[src/serial_slave_pkg.sv]
// Shared widths, frame layout and bus structs for the serial memory slave; import where needed
package serial_slave_pkg;

    // word and address sizes
    localparam int DATA_WIDTH  = 32;
    localparam int ADDR_WIDTH  = 8;
    localparam int ID_WIDTH    = 2;

    // frame opens with three ones
    localparam int START_WIDTH = 3;
    localparam logic [START_WIDTH-1:0] START_PATTERN = 3'b111;

    // start + id + read/write + burst + address
    localparam int FRAME_BITS = START_WIDTH + ID_WIDTH + 1 + 1 + ADDR_WIDTH;

    typedef logic [DATA_WIDTH-1:0]  data_t;
    typedef logic [ADDR_WIDTH-1:0]  addr_t;
    typedef logic [ID_WIDTH-1:0]    slave_id_t;
    typedef logic [START_WIDTH-1:0] start_t;

    // control frame sent MSB first in this bit order
    typedef struct packed {
        start_t    start;
        slave_id_t id;
        logic      write;
        logic      burst;
        addr_t     addr;
    } frame_t;

    // one received write word
    typedef struct packed {
        data_t data;
        logic  last;
    } wr_word_t;

    // completion info from the read sender
    typedef struct packed {
        logic last;
    } rd_done_t;

endpackage
[src/read_word_sender.sv]
// Serializes a loaded memory word onto rD with rvalid and reports completion; used by serial_slave
`timescale 1ns/1ps

module read_word_sender (
    input  logic                        clk,
    input  logic                        rstN,
    input  logic                        load_stb,
    input  serial_slave_pkg::data_t     load_data,
    input  logic                        last,
    output logic                        rD,
    output logic                        rvalid,
    output serial_slave_pkg::rd_done_t  done,
    output logic                        done_stb
);
    import serial_slave_pkg::*;

    localparam int CNT_W = $clog2(DATA_WIDTH);

    data_t            shift_q;
    logic [CNT_W-1:0] cnt_q;
    logic             rvalid_q;
    logic             done_stb_q;
    rd_done_t         done_q;
    logic             final_bit;

    assign final_bit = rvalid_q && (cnt_q == CNT_W'(DATA_WIDTH - 1));

    always_ff @(posedge clk or negedge rstN) begin
        if (!rstN) begin
            shift_q    <= '0;
            cnt_q      <= '0;
            rvalid_q   <= 1'b0;
            done_stb_q <= 1'b0;
        end else begin
            done_stb_q <= final_bit;
            if (load_stb) begin
                // MSB appears on rD next cycle
                shift_q  <= load_data;
                cnt_q    <= '0;
                rvalid_q <= 1'b1;
            end else if (rvalid_q) begin
                // zeros fill in behind so rD rests low
                shift_q <= shift_q << 1;
                cnt_q   <= cnt_q + 1'b1;
                if (final_bit) begin
                    rvalid_q <= 1'b0;
                end
            end
        end
    end

    // master flags the end of a burst on the final bit
    always_ff @(posedge clk) begin
        if (final_bit) begin
            done_q.last <= last;
        end
    end

    assign rD       = shift_q[DATA_WIDTH-1];
    assign rvalid   = rvalid_q;
    assign done     = done_q;
    assign done_stb = done_stb_q;

endmodule

[config.mk]
export PLATFORM = sky130hd
export DESIGN_NAME = read_word_sender
export DESIGN_NICKNAME = d
export VERILOG_FILES = /design/src/serial_slave_pkg.sv /design/src/read_word_sender.sv
export SDC_FILE = /design/constraint.sdc
export NUM_CORES = 1
export LEC_CHECK = 0
export BUFFER_PORTS_ARGS = -buffer_cell sky130_fd_sc_hd__buf_2
export CAP_MARGIN = 10
export CORE_MARGIN = 4
export CORE_UTILIZATION = 50
export CTS_CLUSTER_SIZE = 8
export DETAILED_ROUTE_END_ITERATION = 10
export GPL_ROUTABILITY_DRIVEN = 0
export PLACE_DENSITY_LB_ADDON = 0.3
export SKIP_CTS_REPAIR_TIMING = 1
export SYNTH_ARGS = -nofsm -noshare
export SYNTH_HDL_FRONTEND = slang
export SYNTH_SLANG_ARGS = --single-unit
export TNS_END_PERCENT = 1
[constraint.sdc]
create_clock -name clk -period 1.9 [get_ports clk]
set_clock_uncertainty 0.1 [all_clocks]
set_input_delay 0.285 -clock clk [delete_from_list [all_inputs] [get_ports clk]]
set_output_delay 0.285 -clock clk [all_outputs]
set_load 0.01 [all_outputs]
After elaboration in Yosys (flattened, before gate mapping)
Cells that the tools add are included.
Storage, ports and cells
  register bits after elaboration: 40
  output and inout bits: 4
  input port bits: 36
  bits in read-only memories: 0
  memories: 0
  bits in latches: 0
  RAM bits: 0
Operators by class
  reductions and logical operators: 2
  shift operators: 0
  $mul: 0
  multiplexer cells: 7
  divide/modulo/power cells: 0
  equality and inequality tests: 1
  bitwise gates (word level): 0
  add/subtract/negate cells: 1
  magnitude comparators: 0
Operators by type and width (count)
  $mux 32: 2
  $mux 5: 2
  $add 5x1->5 const B: 1
  $eq 5x5->1 const B: 1
  $mux 1: 3
  $reduce_bool 2->1: 1
  $logic_and 1x1->1: 1

Depth between registers and ports, before layout
  depth after elaboration: 5
  gate-level depth with buffers: 5
  mapped depth without buffers: 5

Worst setup path before layout
Ideal clock, no wire load.
  kind: flip-flop to flip-flop
  start: register cnt_q[0]
  end: register done_q, in the netlist done (enable)
  stages on the path, launching flop included: 5
  arrival: 1.105 ns
  data required time: 1.555 ns
  path slack: 0.450 ns
  cell sequence: dfrtp_1 ha_1 and3_1 ha_1 and2_1
Between the ends
  longest elaborated chain between the ends: 2
RTL lines
  from (decl): line read_word_sender.sv:20  | logic [CNT_W-1:0] cnt_q;
  from (signal assigned): line read_word_sender.sv:44  | cnt_q <= cnt_q + 1'b1;
  $eq 5x5->1: line read_word_sender.sv:26  | assign final_bit = rvalid_q && (cnt_q == CNT_W'(DATA_WIDTH - 1));
  $logic_and 1x1->1: line read_word_sender.sv:26
  via final_bit: line read_word_sender.sv:24  | logic final_bit;
  to (decl): line read_word_sender.sv:23  | rd_done_t done_q;
The timed path passes the listed nets, and every way through them passes these cells.
A chain may end at the register's enable or synchronous reset.

Final worst setup path
  start: register cnt_q[0]
  end: register cnt_q[4]
Between the ends
  longest elaborated chain between the ends: 3
RTL lines
  $add 5x1->5: line read_word_sender.sv:44
  $mux 5: line read_word_sender.sv:41  | end else if (rvalid_q) begin
  $mux 5: line read_word_sender.sv:36  | if (load_stb) begin
No other way between the ends. The select of a mux whose other input is x is not followed.

==> run metrics <==
Netlist cell types 25; CTS tree done; pre-CTS setup slack 0.389 ns; Total GRT Usage 16.4%; hpwl dp 2450 um; antenna fix cells 0; status finished, final reports clean; slew margin rel. 74.4%; syn nets 206; fin crit share 80.3%; Clock Tree Buf Depth 2; Worst EP arrival 1.59 ns; DRC 0; Initial Utilization 53.5%; max_cap viols 0; # port buffers 39; setup ws final 0.374 ns; Synth Instances 168; RSZ-0062 raised after global routing false; total gr overflow 0; fin nets 246; router iterations before antenna repair 4; Final Hold Violating Endpoints 0; Clock transition at path regs 0.07 ns; Synth Warn # 0; most common cell after layout, fill and taps aside buf_2; Slew Limit Fails 0; synthesized area 0.00184 mm2; hold path start last; first-pass GRT wire length 5670 um; vias per cell 5.00; Synth Register Bits 40; share of layout cells above drive strength 1 26.8%; Ports 40; maximum number of pins on one net before global-route repair 40; Die W 68.7 um; critical path startpoint category flop; CTS H-tree lvls 2; top_reg_cell synth dfrtp_1; ys async rst share 97.5%; Critical Path End Type flop; row cnt 21; worst-margin pin slew 0.384 ns; Power Dens Cells 820 mW/mm2; die height 68.7 um; register area share after synthesis 54.6%; number of flops mapped to enable cells by yosys 1; leading cell types in the layout, fill and taps excluded buf_2 (39), dfrtp_1 (38), mux2i_1 (33), nand2_1 (32), o21ai_0 (24); Layout area overhead 19.0%; reg2reg start cnt_q[0]; Peak Freq 655 MHz; initial antenna violation count 0; Leak 0.00125 uW; Post-DRT Antenna Nets 0; CORE AREA 0.00344 mm2; Crit. Startpoint cnt_q[0]; worst hold path class primary input to flop; vias in the first global route 1299; Detailed Route WL 3320 um; setup TNS 0 ns; crit path time final 1.53 ns; Setup CP Type flop to flop; WL per Instance 13.0 um; TritonCTS Buffers 5; die area 0.00472 mm2; Max IR drop VDD 431 uV; drt first-iter violations 75; Worst-Skew Late Latency 0.29 ns; via count 1276; Root Buffer clkbuf_8; Critical Path RT 1.96 ns; Avg Cell Area, Syn 11.0 um2; Setup violations, final 0; maximum net fanout on the critical path 3; Num Clock Sinks 40
==> power breakdown <==
group	switching (uW)	internal, uW	leakage [uW]
clock network	276	389	0.0000552
logic	87.4	86.7	0.000706
registers	39.6	920	0.000489
==> critical path, stage by stage (launching register included) <==
cell     delay [ns]
dfrtp_1        0.42
ha_1           0.24
and3_1         0.17
ha_1           0.27
mux2i_1        0.14
nor2_1         0.06
==> area by class of cell <==
cell class,count,area [um2]
Clock buffer,6,72.6
Clock inverter,2,35.0
Fill cell,310,1250
Inverter,1,3.75
Multi-Input combinational cell,114,742
Sequential cell,40,1010
Tap cell,46,57.6
Timing Repair Buffer,46,275
==> kinds of logic (layout without fill, tap and decap cells) <==
group | count (synthesis) | in the layout | synth area share (%)
AOI/OAI and AO/OA | 35 | 35 | 9.91
xor gates and xnor gates | 1 | 1 | 0.475
DFF | 40 | 40 | 54.6
muxes | 34 | 34 | 18.7
adders and majority gates | 2 | 2 | 1.36
buffers and inverters | 14 | 55 | 5.16
and+or+nand+nor | 42 | 42 | 9.78
==> flip-flops by register name (all words and copies together), names as in the netlist <==
signal / flops
rvalid: 1
done: 1
shift_q: 32
cnt_q: 5
done_stb: 1
==> worst paths after layout <==
check                      cells after the start     endpoint  slack [ns]
max                                            5     cnt_q[4]        0.37
min                                            1         done        0.07
max reg2reg                                    5     cnt_q[4]        0.37
min reg2reg                                    2  shift_q[13]        0.46
max in group asynchronous                      3       rvalid        1.00
min in group asynchronous                      2  shift_q[26]        0.22
==> routing by layer <==
layer	vias up	share of wire [%]	wire, um	track usage [%]
li1	655	-	-	-
met1	591	42	1410	19.1
met2	24	51	1680	27.7
met3	6	5.4	180	5.83
met4	0	1.7	55	6.57
met5	-	0	0	0
==> cells in the mapped netlist (2+ instances only) <==
master    number  share of area, %
nor2_1         4              0.81
o21ai_1        8               2.2
buf_4          2              0.81
buf_6          2               1.2
dfrtp_1       39                53
buf_2          3              0.81
mux2i_1       33                18
o21ai_0       24               6.5
nand2_1       32               6.5
ha_1           2               1.4
clkbuf_1       5               1.0
==> through the flow <==
step,utilization (%),hold slack [ns],power (uW),area [um2],instances
after detailed placement,60.3,-0.0137,1150,2080,246
after floorplan,-,-0.111,1060,1840,168
after global placement,60.3,-0.0142,1140,2080,246
after global routing,63.7,0.0545,1910,2190,255
after CTS,63.4,-0.328,1820,2180,254
final,63.7,0.0690,1800,2190,255
(Power assumes the default switching activity.)
