File: src/serial_slave_pkg.sv
// Shared widths, frame layout and bus structs for the serial memory slave; import where needed
package serial_slave_pkg;

    // word and address sizes
    localparam int DATA_WIDTH  = 32;
    localparam int ADDR_WIDTH  = 8;
    localparam int ID_WIDTH    = 2;

    // frame opens with three ones
    localparam int START_WIDTH = 3;
    localparam logic [START_WIDTH-1:0] START_PATTERN = 3'b111;

    // start + id + read/write + burst + address
    localparam int FRAME_BITS = START_WIDTH + ID_WIDTH + 1 + 1 + ADDR_WIDTH;

    typedef logic [DATA_WIDTH-1:0]  data_t;
    typedef logic [ADDR_WIDTH-1:0]  addr_t;
    typedef logic [ID_WIDTH-1:0]    slave_id_t;
    typedef logic [START_WIDTH-1:0] start_t;

    // control frame sent MSB first in this bit order
    typedef struct packed {
        start_t    start;
        slave_id_t id;
        logic      write;
        logic      burst;
        addr_t     addr;
    } frame_t;

    // one received write word
    typedef struct packed {
        data_t data;
        logic  last;
    } wr_word_t;

    // completion info from the read sender
    typedef struct packed {
        logic last;
    } rd_done_t;

endpackage
File: src/transfer_controller.sv
// Transfer FSM of the serial slave that checks frames, stores write words and times reads
`timescale 1ns/1ps

module transfer_controller #(
    parameter serial_slave_pkg::slave_id_t SLAVE_ID   = 2'd1,
    parameter int                          READ_DELAY = 2
) (
    input  logic                        clk,
    input  logic                        rstN,
    input  serial_slave_pkg::frame_t    frame,
    input  logic                        frame_stb,
    input  serial_slave_pkg::wr_word_t  word,
    input  logic                        word_stb,
    input  serial_slave_pkg::data_t     mem_rdata,
    input  serial_slave_pkg::rd_done_t  done,
    input  logic                        done_stb,
    output logic                        mem_we,
    output logic                        mem_re,
    output serial_slave_pkg::addr_t     mem_addr,
    output serial_slave_pkg::data_t     mem_wdata,
    output logic                        load_stb,
    output serial_slave_pkg::data_t     load_data,
    output logic                        ready
);
    import serial_slave_pkg::*;

    localparam int DELAY_W = (READ_DELAY > 0) ? $clog2(READ_DELAY + 1) : 1;

    typedef enum logic [2:0] {
        ST_IDLE,
        ST_RD_WAIT,
        ST_RD_FETCH,
        ST_RD_SEND,
        ST_WRITE
    } state_t;

    state_t             state_q;
    addr_t              addr_q;
    logic               burst_q;
    logic [DELAY_W-1:0] delay_q;
    logic               wr_pend_q;
    data_t              wr_data_q;
    logic               load_q;
    logic               frame_ok;
    logic               next_word;

    // only frames with the right start pattern and our id are taken
    assign frame_ok = frame_stb && (frame.start == START_PATTERN) && (frame.id == SLAVE_ID);

    // a continuing burst fetches at once so only two idle cycles separate words
    assign next_word = (state_q == ST_RD_SEND) && done_stb && burst_q && !done.last;

    assign mem_re    = (state_q == ST_RD_FETCH) || next_word;
    assign mem_we    = wr_pend_q;
    assign mem_wdata = wr_data_q;
    assign mem_addr  = addr_q;
    assign load_stb  = load_q;
    assign load_data = mem_rdata;
    assign ready     = (state_q == ST_IDLE);

    always_ff @(posedge clk or negedge rstN) begin
        if (!rstN) begin
            state_q   <= ST_IDLE;
            addr_q    <= '0;
            burst_q   <= 1'b0;
            delay_q   <= '0;
            wr_pend_q <= 1'b0;
            load_q    <= 1'b0;
        end else begin
            // read data comes back one cycle after mem_re
            load_q    <= mem_re;
            wr_pend_q <= 1'b0;
            // address steps after each memory write
            if (wr_pend_q) begin
                addr_q <= addr_q + 1'b1;
            end

            case (state_q)
                ST_IDLE: begin
                    if (frame_ok) begin
                        addr_q  <= frame.addr;
                        burst_q <= frame.burst;
                        delay_q <= DELAY_W'(READ_DELAY);
                        if (frame.write) begin
                            state_q <= ST_WRITE;
                        end else if (READ_DELAY == 0) begin
                            state_q <= ST_RD_FETCH;
                        end else begin
                            state_q <= ST_RD_WAIT;
                        end
                    end
                end
                ST_RD_WAIT: begin
                    delay_q <= delay_q - 1'b1;
                    if (delay_q == DELAY_W'(1)) begin
                        state_q <= ST_RD_FETCH;
                    end
                end
                ST_RD_FETCH: begin
                    // point at the next word ahead of time
                    addr_q  <= addr_q + 1'b1;
                    state_q <= ST_RD_SEND;
                end
                ST_RD_SEND: begin
                    if (done_stb) begin
                        if (next_word) begin
                            addr_q <= addr_q + 1'b1;
                        end else begin
                            state_q <= ST_IDLE;
                        end
                    end
                end
                ST_WRITE: begin
                    if (word_stb) begin
                        wr_pend_q <= 1'b1;
                        if (!burst_q || word.last) begin
                            state_q <= ST_IDLE;
                        end
                    end
                end
                default: state_q <= ST_IDLE;
            endcase
        end
    end

    // words outside a write transfer are dropped
    always_ff @(posedge clk) begin
        if ((state_q == ST_WRITE) && word_stb) begin
            wr_data_q <= word.data;
        end
    end

endmodule

File: config.mk
export PLATFORM = sky130hd
export DESIGN_NAME = transfer_controller
export DESIGN_NICKNAME = d
export VERILOG_FILES = /design/src/serial_slave_pkg.sv /design/src/transfer_controller.sv
export SDC_FILE = /design/constraint.sdc
export NUM_CORES = 1
export LEC_CHECK = 0
export ABC_AREA = 1
export BUFFER_PORTS_ARGS = -buffer_cell sky130_fd_sc_hd__clkbuf_2
export CORE_ASPECT_RATIO = 0.75
export CORE_MARGIN = 2
export CORE_UTILIZATION = 42
export CTS_CLUSTER_SIZE = 28
export DETAILED_ROUTE_END_ITERATION = 8
export PLACE_DENSITY = 0.89
export SETUP_SLACK_MARGIN = 0.3
export SYNTH_ARGS = -nofsm -noshare
export SYNTH_HDL_FRONTEND = slang
export SYNTH_SLANG_ARGS = --single-unit
File: constraint.sdc
create_clock -name clk -period 4.8 [get_ports clk]
set_input_delay 0.72 -clock clk [delete_from_list [all_inputs] [get_ports clk]]
set_output_delay 0.72 -clock clk [all_outputs]
set_load 0.005 [all_outputs]
**After elaboration in Yosys (flattened, before gate mapping)**

Index checks and enable logic that the tools add are counted.

- Flip-flop bits (word level): 48
- Bits of input ports: 86
- Output and inout port bits: 76
- Word-level logic and storage cells: 54

- $add $sub $neg: 2
- Equality and inequality tests: 13
- Mux-type cells: 17
- Reduce and logical (&&, ||, !) cells: 15

Operators by type and width:

| cell | count |
|---|---|
| $mux W8 | 4 |
| $pmux W8 S3 | 1 |
| $mux W3 | 7 |
| $pmux W3 S5 | 1 |
| $ne A2 B2 Y1 const B | 5 |
| $add A8 B1 Y8 const B | 1 |
| $eq A3 B2 Y1 const B | 2 |
| $eq A3 B3 Y1 const B | 2 |
| $logic_and A1 B1 Y1 | 6 |
| $reduce_and A6 Y1 | 1 |
| $eq A2 B1 Y1 const B | 2 |
| $pmux W2 S2 | 1 |
| $reduce_and A2 Y1 | 2 |
| $eq A3 B1 Y1 const B | 1 |
| $logic_not A3 Y1 | 1 |
| $logic_not A1 Y1 | 2 |
| $logic_or A1 B1 Y1 | 2 |
| $mux W1 | 2 |
| $mux W2 | 1 |
| $ne A2 B1 Y1 const B | 1 |
| $reduce_bool A2 Y1 | 1 |
| $sub A2 B1 Y2 const B | 1 |

**Longest topological paths before layout**

- Word-level depth: 7
- Depth in mapped cells: 10

**Worst setup path before layout**

OpenSTA, ideal clock, no wires.

- Path type: input -> register
- From: in word_stb
- To: reg wr_data_q[0] (netlist: mem_wdata[0]) (enable)
- Data arrival time: 3858 ps
- Required time: 4296 ps
- Slack: 437 ps
- Stages: 2
- Path buffers: 0
- Cell sequence: inv_1 -> nor4_1

- Word-level cells in the longest chain between the ends: 1

Ends and longest elaborated chain:

| what | line | text |
|---|---|---|
| start: declaration | transfer_controller.sv:13 | `input logic word_stb,` |
| $logic_and A1 B1 Y1 | transfer_controller.sv:128 | `if ((state_q == ST_WRITE) && word_stb) begin` |
| end signal: assignment | transfer_controller.sv:129 | `wr_data_q <= word.data;` |
| end: declaration | transfer_controller.sv:42 | `data_t wr_data_q;` |

No other way between the ends.
A chain may end at the register's enable or synchronous reset.

**Worst setup path after layout**

- From: reg state_q[2]
- To: out mem_re

- Word-level cells in the longest chain between the ends: 5
- Elaborated cells on any way between the ends: 6

Ends and longest elaborated chain:

| what | line | text |
|---|---|---|
| start: declaration | transfer_controller.sv:37 | `state_t state_q;` |
| start signal: assignment | transfer_controller.sv:63 | `state_q <= ST_IDLE;` |
| start signal: assignment | transfer_controller.sv:85 | `state_q <= ST_WRITE;` |
| start signal: assignment | transfer_controller.sv:87 | `state_q <= ST_RD_FETCH;` |
| $eq A3 B2 Y1 | transfer_controller.sv:51 | `assign next_word = (state_q == ST_RD_SEND) && done_stb && burst_q && !done.last;` |
| $logic_and A1 B1 Y1 (3 in series) | transfer_controller.sv:51 |  |
| $logic_or A1 B1 Y1 * | transfer_controller.sv:53 | `assign mem_re = (state_q == ST_RD_FETCH) \|\| next_word;` |
| end: declaration | transfer_controller.sv:18 | `output logic mem_re,` |

Mark *: on every way between the ends. The rest lies on a longest branch, timed or not.

==> out/metrics.csv <==
stage;metric;value;unit
status;outcome;completed;
cells_and_area;share of layout cells above drive strength 1;37.97;%
power_and_ir_drop;Sw Share;36.55;%
logic_synthesis;EDFF count, synth;32;
clock_network;post-CTS sizing;0;
floorplan;Top-Level Pins;162;
place;pre-CTS setup slack;2.735;ns
sta;skew final;0.004344;ns
global_route;first-pass GRT wire length;8024;um
worst_setup_path;Setup CP Type;register to primary output;
place;dpl cell area;0.002738;mm^2
cells_and_area;Final #Nets;403;
clock_network;CTS Buf Count;5;
floorplan;Die Y;69.31;um
sta;count of final hold-check violations;0;
floorplan;die area;0.006313;mm^2
logic_synthesis;mux contribution to synthesized area;0;%
logic_synthesis;Post-Synthesis Cells;243;
cells_and_area;Antenna Cells;0;
clock_network;post-CTS setup buffer count;0;
logic_synthesis;largest family of logic cells by synthesized area;simple AND/OR/NAND/NOR gates;
floorplan;die width;91.08;um
route;Avg WL per Cell;12.39;um
route;total vias in the final route;1833;
worst_setup_path;delay of the slowest critical-path stage;0.47;ns
worst_setup_path;CP top delay family;flip-flops;
logic_synthesis;Async SR Flop Fraction;33.33;%
run;Max-cap violations;0;
cells_and_area;area grow syn2layout;19.28;%
floorplan;Initial Util;44.15;%
clock_network;CTS sink count;48;
sta;fmax;461.7;MHz
clock_network;Hold-fix buffers, CTS;0;
clock_network;Clock Path Buffers;2;
logic_synthesis;synthesis-stage register bit count;48;
worst_setup_path;CP Max Fanout;10;
logic_synthesis;Synth Area in Compound Gates;4.662;%
global_route;GRT overflow;0;
place;port buffer count;97;
sta;fin worst setup slack;2.634;ns
floorplan;num rows;23;
logic_synthesis;Syn Area/Cell;9.829;um^2
route;DRC violations left;0;
worst_setup_path;Worst Setup End Kind;primary output;
global_route;largest net degree at the start of global routing;34;
global_route;vias in the first global route;1772;
logic_synthesis;Cell Area, Synth;0.002389;mm^2
sta;Max Slew Vio Count;0;
power_and_ir_drop;Int Power;865.0;uW
sta;relative slew slack;71.86;%
clock_network;CTS tree;done;
floorplan;Core Area;0.005410;mm^2
logic_synthesis;Synth Warn #;0;
cells_and_area;# fillers;501;
worst_setup_path;startpoint class of the critical path;register;
power_and_ir_drop;Gate power share;35.0;%
clock_network;worst-skew pair later-pin latency;0.29;ns
logic_synthesis;Post-synth top flop;edfxtp_1;
clock_network;CTS clk-pin slew, worst paths;0.08;ns
global_route;initial antenna violation count;0;
cells_and_area;most common cell after layout, fill and taps aside;clkbuf_2;
min_path;Min-Delay Path Class;input pin to asynchronous set/reset pin;
sta;fin crit share;45.12;%
route;DRT Wirelength;4843;um
logic_synthesis;Synth cell types;28;
sta;RSZ-0062 raised after global routing;no;
power_and_ir_drop;Power Dens Cells;478.5;mW/mm^2
power_and_ir_drop;Static Leak;0.001437;uW
cells_and_area;commonest cells after routing, fill and taps aside;clkbuf_2, nand2_1, edfxtp_1;
place;post-DP HPWL;4009;um
global_route;gr usage total;15.79;%
place;placer congestion estimate;0.8434;
route;Starting DRT DRC Count;45;
sta;Setup Viol. Count Final;0;
cells_and_area;cell area after layout;0.002849;mm^2
worst_setup_path;worst path cell trace;inv_1 > nand3_1 > nand2_4 > clkbuf_2;
logic_synthesis;simple logic cell fraction of the synthesized area;21.48;%
worst_setup_path;slowest library cell on the worst path;dfrtp_1;
power_and_ir_drop;clock share of power;20.6;%
power_and_ir_drop;VDD IR max;0.1674;mV
worst_setup_path;Crit path buffers/inverters;2;
sta;Setup TNS;0;ns
clock_network;Root Buffer;clkbuf_8;
logic_synthesis;sequential cell area fraction in the yosys report;56.99;%
logic_synthesis;Synth Net Count;331;
clock_network;CTS HTree Levels;2;
logic_synthesis;xor/xnor share of the synthesized area;0.7334;%
route;DRT Pass-1 Iters;4;
sta;fin crit period;2.166;ns
route;Via density;4.688;
worst_setup_path;worst endpoint required time;4.08;ns
sta;Worst-Margin Slew;0.4216;ns
logic_synthesis;Synth Area in Adders;1.048;%
route;Final ANT Viol Nets;0;
power_and_ir_drop;Seq pwr share;44.4;%
worst_setup_path;WP data arrival;1.45;ns
power_and_ir_drop;P_sw;498.3;uW
## layout make-up
cell class                      instances  area, um^2  area share [%]
Inverter                               31       116.4           4.084
Clock inverter                          3       42.54           1.493
Sequential cell                        48        1361           47.78
Tap cell                               75       93.84           3.294
Clock buffer                            5       68.82           2.415
Multi-Input combinational cell        131       673.1           23.63
Timing Repair Buffer                   98       493.0           17.30
## worst register-to-register path: stages, from the launching register on
cell and delay (ns):
dfrtp_1 0.49, inv_1 0.16, nor4_2 0.22, buf_4 0.39
## synthesized netlist by cell type (all sizes together) (5+ instances only)
cell / number / share of area, %
nand3: 21 / 5.0
o21ai: 7 / 1.6
nor2: 23 / 4.0
inv: 31 / 4.9
edfxtp: 32 / 40
nand4: 5 / 1.3
buf: 32 / 10
nand2: 61 / 10
dfrtp: 16 / 17
## cells by family after synthesis
logic type / count (synthesis)
compound gates: 14
flops: 48
simple gates: 113
xor+xnor: 2
fa+ha+maj: 2
buf+inv: 64
## power by group through the flow
| stage | clock network (uW) | registers [uW] | logic (uW) |
|---|---|---|---|
| finish | 281 | 605 | 478 |
| CTS | 290 | 604 | 483 |
| global placement | 0 | 609 | 459 |
| floorplan | 0 | 602 | 347 |
| detailed placement | 0 | 613 | 480 |
| global route | 305 | 615 | 552 |
## metal layers
layer | vias up | global-route usage, % | part of all wire (%)
met5 | - | 0 | 0
met4 | 0 | 3.199 | 1.1
met3 | 9 | 5.652 | 9.1
met2 | 84 | 27.57 | 48
met1 | 837 | 18.88 | 42
li1 | 903 | - | -
## path summary, 6_finish.rpt
kind,slack [ns],from,to,depth (start not counted)
min reg2reg,0.52,delay_q[0]$_DFFE_PN0P_,delay_q[0]$_DFFE_PN0P_,1
max,2.63,state_q[2]$_DFFE_PN0P_,mem_re,4
min,0.34,rstN,state_q[2]$_DFFE_PN0P_,1
max in group asynchronous,4.18,rstN,delay_q[0]$_DFFE_PN0P_,1
max reg2reg,3.18,state_q[2]$_DFFE_PN0P_,mem_wdata[21]$_DFFE_PP_,3
min in group clk,0.52,delay_q[0]$_DFFE_PN0P_,delay_q[0]$_DFFE_PN0P_,1
## through the flow
| step | total power (uW) | instances | utilization, % | hold slack [ns] |
|---|---|---|---|---|
| global route | 1472 | 391 | 52.66 | 0.3650 |
| finish | 1363 | 391 | 52.66 | 0.3387 |
| detailed placement | 1093 | 383 | 50.60 | 0.4992 |
| floorplan | 949.7 | 243 | - | 0.4244 |
| CTS | 1377 | 391 | 52.66 | 0.3380 |
| global placement | 1068 | 383 | 50.60 | 0.4832 |
## registers in the layout (all words and copies together) (netlist names)
signal     flops
mem_wdata     32
mem_addr       8
state_q        3
delay_q        2
burst_q        1
load_stb       1
mem_we         1
No activity file was read; power rests on OpenSTA's default activity.
