===== src/serial_slave_pkg.sv =====
// Shared widths, frame layout and bus structs for the serial memory slave; import where needed
package serial_slave_pkg;

    // word and address sizes
    localparam int DATA_WIDTH  = 32;
    localparam int ADDR_WIDTH  = 8;
    localparam int ID_WIDTH    = 2;

    // frame opens with three ones
    localparam int START_WIDTH = 3;
    localparam logic [START_WIDTH-1:0] START_PATTERN = 3'b111;

    // start + id + read/write + burst + address
    localparam int FRAME_BITS = START_WIDTH + ID_WIDTH + 1 + 1 + ADDR_WIDTH;

    typedef logic [DATA_WIDTH-1:0]  data_t;
    typedef logic [ADDR_WIDTH-1:0]  addr_t;
    typedef logic [ID_WIDTH-1:0]    slave_id_t;
    typedef logic [START_WIDTH-1:0] start_t;

    // control frame sent MSB first in this bit order
    typedef struct packed {
        start_t    start;
        slave_id_t id;
        logic      write;
        logic      burst;
        addr_t     addr;
    } frame_t;

    // one received write word
    typedef struct packed {
        data_t data;
        logic  last;
    } wr_word_t;

    // completion info from the read sender
    typedef struct packed {
        logic last;
    } rd_done_t;

endpackage

===== src/control_frame_receiver.sv =====
// Deserializes the control line into a frame struct with a one-cycle strobe; used by serial_slave
`timescale 1ns/1ps

module control_frame_receiver (
    input  logic                      clk,
    input  logic                      rstN,
    input  logic                      control,
    output serial_slave_pkg::frame_t  frame,
    output logic                      frame_stb
);
    import serial_slave_pkg::*;

    localparam int CNT_W = $clog2(FRAME_BITS);

    logic                  busy_q;
    logic [CNT_W-1:0]      cnt_q;
    logic [FRAME_BITS-1:0] shift_q;
    frame_t                frame_q;
    logic                  stb_q;
    logic                  last_bit;

    // final frame bit is on control this cycle
    assign last_bit = busy_q && (cnt_q == CNT_W'(FRAME_BITS - 1));

    always_ff @(posedge clk or negedge rstN) begin
        if (!rstN) begin
            busy_q <= 1'b0;
            cnt_q  <= '0;
            stb_q  <= 1'b0;
        end else begin
            stb_q <= 1'b0;
            if (!busy_q) begin
                // a high bit while idle is the first start bit
                if (control) begin
                    busy_q <= 1'b1;
                    cnt_q  <= CNT_W'(1);
                end
            end else begin
                cnt_q <= cnt_q + 1'b1;
                if (last_bit) begin
                    busy_q <= 1'b0;
                    stb_q  <= 1'b1;
                end
            end
        end
    end

    always_ff @(posedge clk) begin
        if (busy_q || control) begin
            shift_q <= {shift_q[FRAME_BITS-2:0], control};
        end
        // held until the next complete frame
        if (last_bit) begin
            frame_q <= frame_t'({shift_q[FRAME_BITS-2:0], control});
        end
    end

    assign frame     = frame_q;
    assign frame_stb = stb_q;

endmodule


===== config.mk =====
export PLATFORM = sky130hd
export DESIGN_NAME = control_frame_receiver
export DESIGN_NICKNAME = d
export VERILOG_FILES = /design/src/serial_slave_pkg.sv /design/src/control_frame_receiver.sv
export SDC_FILE = /design/constraint.sdc
export NUM_CORES = 1
export LEC_CHECK = 0
export BUFFER_PORTS_ARGS = -buffer_cell sky130_fd_sc_hd__clkbuf_2
export CORE_MARGIN = 1
export CORE_UTILIZATION = 35
export CTS_BUF_LIST = sky130_fd_sc_hd__clkbuf_4 sky130_fd_sc_hd__clkbuf_8
export CTS_CLUSTER_SIZE = 16
export DETAILED_ROUTE_END_ITERATION = 10
export PLACE_DENSITY = 0.59
export REMOVE_ABC_BUFFERS = 1
export SYNTH_ARGS = -nofsm -noshare
export SYNTH_HDL_FRONTEND = slang
export SYNTH_SLANG_ARGS = --single-unit

===== constraint.sdc =====
create_clock -name clk -period 2 [get_ports clk]
set_clock_uncertainty 0.2 [all_clocks]
set_input_delay 0.3 -clock clk [delete_from_list [all_inputs] [get_ports clk]]
set_output_delay 0.3 -clock clk [all_outputs]
set_load 0.05 [all_outputs]

After elaboration in Yosys (flattened, before gate mapping):

Cells that the tools add are included.

* bits in registers: 35
* input bits: 3
* output and inout port bits: 16
* logic and storage cells: 21

* add/subtract/negate cells: 1
* eq/ne operators: 1
* mux-type cells: 7
* reduce and logical (&&, ||, !) cells: 3

Operator list (number)
* $mux W4: 2
* $mux W1: 5
* $add A4 B1 Y4 const B: 1
* $eq A4 B4 Y1 const B: 1
* $reduce_bool A2 Y1: 1
* $logic_and A1 B1 Y1: 1
* $logic_or A1 B1 Y1: 1

Logic depth before layout (Yosys ltp):

Gate-level depths: netlist of run 1.

* word-level depth: 4
* mapped depth: 4
* depth with buffers taken out: 4

Worst setup path after synthesis of run 1:

OpenSTA, ideal clock, no wires.

* kind: register to register
* from: reg cnt_q[0]
* to: reg frame_q, in the netlist frame[0], enable pin
* setup time: 0.374 ns
* data arrival time: 1.099 ns
* data required time: 1.426 ns
* path slack: 0.328 ns
* stages on the path, launching flop included: 4
* buffers on the path: 0
* period minus slack after synthesis: 1.672 ns
* path through: dfrtp_1 > inv_1 > ha_1 > and4_1

* word-level cells in the longest chain between the ends: 2

Ends and longest elaborated chain
* from (decl): RTL line control_frame_receiver.sv:16 `logic [CNT_W-1:0] cnt_q;`
* from (signal assigned): RTL line control_frame_receiver.sv:39 `cnt_q <= cnt_q + 1'b1;`
* $eq A4 B4 Y1: RTL line control_frame_receiver.sv:23 `assign last_bit = busy_q && (cnt_q == CNT_W'(FRAME_BITS - 1));`
* $logic_and A1 B1 Y1: RTL line control_frame_receiver.sv:23
* net last_bit: RTL line control_frame_receiver.sv:20 `logic last_bit;`
* to (signal assigned): RTL line control_frame_receiver.sv:54 `frame_q <= frame_t'({shift_q[FRAME_BITS-2:0], control});`
* to (decl): RTL line control_frame_receiver.sv:18 `frame_t frame_q;`

The timed path passes the listed nets, and every way through them passes these cells.
A chain may end at the register's enable or synchronous reset.

Final worst setup path of run 1:

* from: reg cnt_q[0]
* to: reg frame_q, in the netlist frame[5], enable pin

Same word-level chain as after synthesis.

==> impl_metrics.ini, run 1 <==
[cells_and_area]
insertedDiodeCount = 0
final_area_um2 = 1410
drive_above_1_share_pct = 34.9
fill_cells = 280
area_growth_pct = 23.5
nets = 87
fin_util_pct = 45.8

[sta]
fin_setup_tns_ns = 0
maxSlewHeadroom_pct = 66.1
final-hold-violation-count = 0
fmax_mhz = 641
period_share_pct = 78.0
setup_violations = 0
tightestPinTransition_ns = 0.507
whs_ns = 0.0235
drv_slew = 0
fin_crit_ns = 1.56
rsz0062_at_grt = no

[power_and_ir_drop]
p_total_mw = 2.13
p_per_area_nw_per_um2 = 1520
leakagePower_nw = 0.550
peakVddDrop_mv = 0.668

[worst_setup_path]
r2r_start = cnt_q[0]
critPathArrivalTime_ns = 1.38
worstSetupPathType = register to register
crit_path_start = cnt_q[0]
max_stage_delay_ns = 0.43
endpoint = frame[5]
cp-start-kind = register
critPathSlowestCell = dfrtp_1
crit_path_max_fanout = 17
r2r_slack_ns = 0.44
cp-end-kind = register
r2r_cells = 4
reg2reg_to = frame[5]
critical_path_required_ns = 1.82
worstPathCellList = inv_1 -> ha_1 -> and4_1 -> buf_4

[floorplan]
rows = 20
die_w_um = 59.1
design.die.area_um2 = 3490
ios = 19
die_h_um = 59.1
coreArea_um2 = 3080
start_util_pct = 37.1

[logic_synthesis]
ys_seq_area_share_pct = 89.5
avgSynthCellArea_um2 = 20.7
synth_ff_type = edfxtp_1
ys_top_cells_by_area = edfxtp_1 76%, dfrtp_1 13%, ha_1 2.2%
synthArstFlopShare_pct = 17.1
yosysUniqueCellTypes = 16
netlist_area_um2 = 1140
yosysMostFrequentCell = edfxtp_1
yosysTopAreaCell = edfxtp_1
ys_warn_count = 0
synth_edf_count = 29
synthDominantCellAreaShare_pct = 76.3
synth_cells = 55
synth_common_cells = 29 x edfxtp_1, 6 x dfrtp_1, 3 x inv_1, 3 x nand2_1
synth-seq-cells = 35

[placed_design]
port_buffers = 18
dp_hpwl_um = 898
gp_congestion = 0.700
post_dp_cell_area_um2 = 1290

[global_routing]
grt_pass1_wl_um = 2100
grt_use_total_pct = 9.23
first_global_vias = 476
top_usage_layer = met2
grt_overflow = 0
antenna_found_initial = 0
use_met1_pct = 11.5
met2_usage_pct = 12.7
grt_max_degree = 18
use_met3_pct = 3.93

[clock_tree]
htreeDepth = 2
root_buffer = clkbuf_4
clock_latency_ns = 0.32
cts.clk_slew.worst_paths_ns = 0.10
cts.sinks = 35
ctsResizeCount = 0
cts-buffers-inserted = 5
clockBufferDepth = 2
cts_tree = built

[route]
antenna_left = 0
drc = 0
wl_per_cell_um = 10.8
firstDrtPassIters = 3
vias = 534
routed_wl_um = 1380
routed_via_density = 4.20
drt-initial-drc-count = 10

[worst_hold_path]
worst_hold_path_type = primary input to register

[outcome]
status = finished, final reports clean

[flow_run]
cap_violations = 0
## registers in the layout, indices dropped and copies added (netlist names)
| register | count |
|---|---|
| cnt_q | 4 |
| frame_stb | 1 |
| busy_q | 1 |
| shift_q | 14 |
| frame | 15 |
## worst min path at each step
| stage | startpoint | to | depth (start not counted) |
|---|---|---|---|
| finish | control | shift_q[0] | 1 |
| CTS | control | shift_q[0] | 1 |
| detailed placement | rstN | cnt_q[0] | 1 |
| floorplan | rstN | busy_q | 0 |
| global placement | rstN | cnt_q[0] | 1 |
| global route | control | frame[0] | 1 |
## power by group
group          total, mW  switching, mW  internal (mW)
combinational      0.311          0.222         0.0889
clock              0.620          0.217          0.404
sequential          1.20          0.118           1.08
total               2.13          0.557           1.58
## critical path, delay by kind of cell, from the launching register on
kind	cells	cell delay [ns]
fa+ha+maj	1	0.14
buf+inv	2	0.31
flops	1	0.43
simple gates	1	0.18
## area by class of cell
class	instances	area [um^2]	area share (%)
clock inverters	2	60.1	4.26
well taps	44	55.1	3.91
multi-input cells	17	109	7.73
flip-flops and latches	35	1020	72.5
clock buffers	6	45.0	3.20
repair buffers	20	108	7.64
inverters	3	11.3	0.799
## per-layer routing
metal	up-vias	part of all wire, %
li1	257	-
met5	-	0
met3	5	6.6
met2	20	46
met4	0	2.0
met1	252	46
## per-stage QoR
stage	setup WS, ns	std cells
CTS	0.436	127
floorplan	0.328	55
detailed placement	0.447	118
global placement	0.490	118
global route	0.404	127
finish	0.440	127
## logic make-up (layout without fill, tap and decap cells)
| logic type | Yosys count | count (layout) | share of synthesized area, % |
|---|---|---|---|
| AO/OA/AOI/OAI | 5 | 5 | 2.52 |
| XOR/XNOR | 1 | 1 | 0.768 |
| adder cells (fa/ha/maj) | 2 | 2 | 2.19 |
| buffers and inverters | 3 | 31 | 0.987 |
| flip-flops | 35 | 35 | 89.5 |
| AND/OR/NAND/NOR | 9 | 9 | 4.06 |
## cell usage in the layout, fill, tap and decap left out
cell type	count
o21ai_2	1
inv_1	3
nor2_2	1
and4_1	1
nand2_1	3
clkbuf_4	6
clkbuf_2	18
nor3_1	1
dlygate4sd3_1	1
o21ai_1	2
o21ai_0	1
a21oi_1	1
nor2b_1	1
nor2_1	1
buf_4	1
dfrtp_1	6
bufinv_16	2
xor2_1	1
ha_1	2
edfxtp_1	29
nand3_1	1
## timing repair
| item | CTS | global route |
|---|---|---|
| hold buffers | 1 | 0 |
| hold endpoints to repair | 6 | 0 |
| buffers inserted | 0 | 0 |
Power figures use the tool's default switching activity.
==> run 2, diff against run 1 <==
--- a/config.mk
+++ b/config.mk
@@ -11,7 +11,7 @@
 export CTS_BUF_LIST = sky130_fd_sc_hd__clkbuf_4 sky130_fd_sc_hd__clkbuf_8
 export CTS_CLUSTER_SIZE = 16
 export DETAILED_ROUTE_END_ITERATION = 10
-export PLACE_DENSITY = 0.59
+export PLACE_DENSITY = 0.61
 export REMOVE_ABC_BUFFERS = 1
 export SYNTH_ARGS = -nofsm -noshare
 export SYNTH_HDL_FRONTEND = slang
==> constraint.sdc (replaced) <==
create_clock -name clk -period 1.3 [get_ports clk]
set_clock_uncertainty 0.2 [all_clocks]
set_input_delay 0.195 -clock clk [delete_from_list [all_inputs] [get_ports clk]]
set_output_delay 0.195 -clock clk [all_outputs]
set_load 0.05 [all_outputs]
==> impl_metrics.ini, run 2 (synthesized netlist as in run 1, its figures left out) <==
[outcome]
status = complete, but fails checks
violations = setup timing

[route]
wl_per_cell_um = 12.6
drt-initial-drc-count = 16
routed_via_density = 4.23
highest_layer = met3
wl_met1_um = 748
wl_met2_um = 937
drc = 0
antenna_left = 0
vias = 596
firstDrtPassIters = 3
met3_length_um = 86
routed_wl_um = 1770

[cells_and_area]
multi_input_area_um2 = 131
drive_above_1_share_pct = 47.4
largest_reg_flops = 15
mostFrequentLayoutCells = 29 x edfxtp_1, 12 x clkbuf_8, 10 x buf_4
seqCellArea_um2 = 1020
final_common_cell = edfxtp_1
insertedDiodeCount = 0
fill_cells = 255
fin_cells = 141
area_growth_pct = 50.0
nets = 101

[worst_setup_path]
worstSetupPathType = register to register
r2r_start = cnt_q[0]
critical_path_required_ns = 1.15
cp-start-kind = register
cp_top_family = flip-flops
max_stage_delay_ns = 0.39
crit_path_max_fanout = 11
crit_buf_inv = 2
critPathSlowestCell = dfrtp_1
worstPathCellList = inv_1 -> ha_1 -> and4_4 -> buf_12
critPathArrivalTime_ns = 1.28
cp-end-kind = register
crit_path_start = cnt_q[0]

[sta]
final-hold-violation-count = 0
drv_slew = 0
setup_violations = 33
rsz0062_at_grt = yes
whs_ns = 0.0233
fin_crit_ns = 1.43
fin_setup_tns_ns = -2.26
tightestPinTransition_ns = 0.183
period_share_pct = 110
layout_setup_ws_ns = -0.132
maxSlewHeadroom_pct = 87.8
fmax_mhz = 698

[clock_tree]
cts.clk_slew.worst_paths_ns = 0.10
cts_tree = built
clockBufferDepth = 2
clock_latency_ns = 0.32
cts-buffers-inserted = 5
htreeDepth = 2
cts.sinks = 35
root_buffer = clkbuf_4

[global_routing]
grt_use_total_pct = 12.4
antenna_found_initial = 0
grt_overflow = 0
first_global_vias = 604
grt_pass1_wl_um = 2830
grt_max_degree = 12

[placed_design]
port_buffers = 18
pre_cts_ws_ns = -0.168
gp_congestion = 0.768
dp_hpwl_um = 1050
place_inst = 126

[floorplan]
die_h_um = 59.1
die_w_um = 59.1
design.die.area_um2 = 3490
rows = 20
ios = 19
coreArea_um2 = 3080
start_util_pct = 37.1

[power_and_ir_drop]
leakagePower_nw = 0.678
peakVddDrop_mv = 0.848
p_per_area_nw_per_um2 = 2030

[worst_hold_path]
worst_hold_path_type = primary input to asynchronous set/reset pin

[flow_run]
cap_violations = 0
[run 2: report_power, final]
part           switching, mW  internal [mW]  total [mW]
sequential             0.164           1.67        1.83
combinational          0.451          0.411       0.862
clock                  0.325          0.450       0.775
[run 2: worst reg2reg max path, stage by stage, from the launching register on]
cell     delay (ns)
dfrtp_1        0.39
inv_1          0.06
ha_1           0.13
and4_4         0.25
buf_12         0.13
[run 2: final timing paths]
kind / end / slack [ns] / cells after the start
setup reg to reg: frame[9] / -0.13 / 4
hold reg to reg: frame[14] / 0.23 / 0
max in group asynchronous: cnt_q[2] / 0.71 / 2
hold / removal: frame_stb / 0.02 / 2
min in group clk: shift_q[4] / 0.18 / 4
setup / recovery: frame[9] / -0.13 / 4
[run 2: area by class of cell]
class / instances / area share (%)
Sequential cell: 35 / 59.6
Timing Repair Buffer: 34 / 23.8
Inverter: 3 / 0.877
Clock buffer: 7 / 3.07
Multi-Input combinational cell: 17 / 7.68
Tap cell: 44 / 3.22
Clock inverter: 1 / 1.75
[run 2: timing repair]
| item | CTS | global route |
|---|---|---|
| endpoints found under the setup margin | 46 | 49 |
| pin swaps | 1 | 1 |
| endpoints found under the hold margin | 8 | 0 |
| resized for setup | 36 | 9 |
| hold buffers | 2 | 0 |
| cloned | 1 | 0 |
| setup buffers | 5 | 0 |
[run 2: layer usage]
metal  GRT usage, %  up-vias
met2           19.6       19
met4           5.10        0
li1               -      286
met1           13.8      291
met3           7.21        0
met5              0        -
[run 2: metrics by stage]
| step | area (um^2) | util, % | total power, mW |
|---|---|---|---|
| after floorplan | 1140 | - | 2.19 |
| after global placement | 1370 | 44.4 | 2.48 |
| final | 1710 | 55.6 | 3.47 |
| after CTS | 1700 | 55.1 | 3.47 |
| after global routing | 1710 | 55.6 | 3.67 |
| after detailed placement | 1370 | 44.4 | 2.50 |
==> run 3, diff against run 2 <==
--- a/config.mk
+++ b/config.mk
@@ -16,3 +16,4 @@
 export SYNTH_ARGS = -nofsm -noshare
 export SYNTH_HDL_FRONTEND = slang
 export SYNTH_SLANG_ARGS = --single-unit
+export TNS_END_PERCENT = 30
==> impl_metrics.ini, run 3 (synthesized netlist as in run 1, its figures left out) <==
[floorplan]
start_util_pct = 37.1
die_w_um = 59.1
ios = 19
rows = 20
coreArea_um2 = 3080
die_h_um = 59.1
design.die.area_um2 = 3490

[route]
drt-initial-drc-count = 7
routed_via_density = 4.23
wl_per_cell_um = 12.2
routed_wl_um = 1680
drc = 0
firstDrtPassIters = 3
vias = 584
antenna_left = 0

[worst_setup_path]
cp-start-kind = register
critPathArrivalTime_ns = 1.28
cp_top_family = flip-flops
critical_path_required_ns = 1.14
r2r_slack_ns = -0.13
critPathSlowestCell = dfrtp_1
crit_buf_inv = 2
worstPathCellList = inv_1 -> ha_1 -> and4_4 -> buf_12
reg2reg_to = frame[9]
cp-end-kind = register
worstSetupPathType = register to register
max_stage_delay_ns = 0.39
r2r_cells = 4
crit_path_max_fanout = 11
r2r_start = cnt_q[0]

[cells_and_area]
largest_reg_flops = 15
insertedDiodeCount = 0
drive_above_1_share_pct = 45.7
mostFrequentLayoutCells = 29 x edfxtp_1, 12 x clkbuf_8, 8 x buf_4
nets = 98
fin_cells = 138
final_common_cell = edfxtp_1
area_growth_pct = 46.1

[sta]
fin_crit_ns = 1.43
layout_setup_ws_ns = -0.132
final-hold-violation-count = 0
maxSlewHeadroom_pct = 87.9
rsz0062_at_grt = yes
setup_violations = 32
fin_setup_tns_ns = -2.13
drv_slew = 0
fmax_mhz = 698
tightestPinTransition_ns = 0.181
whs_ns = 0.0217
period_share_pct = 110

[global_routing]
grt_max_degree = 15
antenna_found_initial = 0
grt_use_total_pct = 12.0
grt_pass1_wl_um = 2730
first_global_vias = 591
grt_overflow = 0

[outcome]
violations = setup timing
status = complete, but fails checks

[clock_tree]
cts.sinks = 35
htreeDepth = 2
clockBufferDepth = 2
cts-buffers-inserted = 5
cts_tree = built
root_buffer = clkbuf_4
clock_latency_ns = 0.32
cts.clk_slew.worst_paths_ns = 0.10

[worst_hold_path]
worst_hold_path_type = primary input to asynchronous set/reset pin

[placed_design]
port_buffers = 18
dp_hpwl_um = 1050
place_inst = 126
gp_congestion = 0.768

[flow_run]
cap_violations = 0

[power_and_ir_drop]
leakagePower_nw = 0.654
peakVddDrop_mv = 0.845
p_per_area_nw_per_um2 = 2050
p_total_mw = 3.42
## run 3: cell type report
class / count / area [um^2]
Inverter: 3 / 15.0
Fill cell: 259 / 1410
Clock inverter: 1 / 30.0
Sequential cell: 35 / 1020
Multi-Input combinational cell: 17 / 126
Clock buffer: 7 / 52.6
Tap cell: 44 / 55.1
Timing Repair Buffer: 31 / 367
## run 3: worst reg2reg max path, cell delays in order, from the launching register on
cell and delay (ns):
dfrtp_1 0.39, inv_1 0.06, ha_1 0.13, and4_4 0.25
buf_12 0.13
## run 3: repair_timing
item,in CTS,in global routing
hold endpoints to repair,8,0
endpoints found under the setup margin,46,48
gates cloned,0,0
resized for setup,35,7
hold buffers,2,0
buffers inserted,2,0
pin swaps,1,0
## run 3: metrics by stage
| stage | setup WS, ns | util, % | instance area [um^2] |
|---|---|---|---|
| after global routing | -0.176 | 54.1 | 1670 |
| after global placement | -0.139 | 44.4 | 1370 |
| after floorplan | -0.372 | - | 1140 |
| final | -0.132 | 54.1 | 1670 |
| after detailed placement | -0.168 | 44.4 | 1370 |
| after CTS | -0.144 | 53.5 | 1650 |
## run 3: worst max-delay path by stage
stage,startpoint,to,slack [ns],depth (start not counted)
final,cnt_q[0],frame[9],-0.13,4
after global routing,cnt_q[0],frame[0],-0.18,4
after CTS,cnt_q[0],frame[9],-0.14,4
after detailed placement,cnt_q[0],frame[14],-0.17,4
after global placement,cnt_q[0],frame[10],-0.14,4
after floorplan,cnt_q[0],frame[0],-0.37,3
## run 3: metal layers
layer  GRT usage [%]  up-vias  part of all wire [%]  routed length [um]
met2            19.2       19                    54                 901
li1                -      281                     -                   -
met4            5.10        0                     0                   0
met1            12.9      284                    41                 683
met5               0        -                     0                   0
met3            7.21        0                   5.5                  93
## run 3: where the power goes
part           total (mW)  internal [mW]  switching (mW)
sequential           1.83           1.67           0.163
combinational       0.810          0.373           0.437
clock               0.772          0.450           0.322
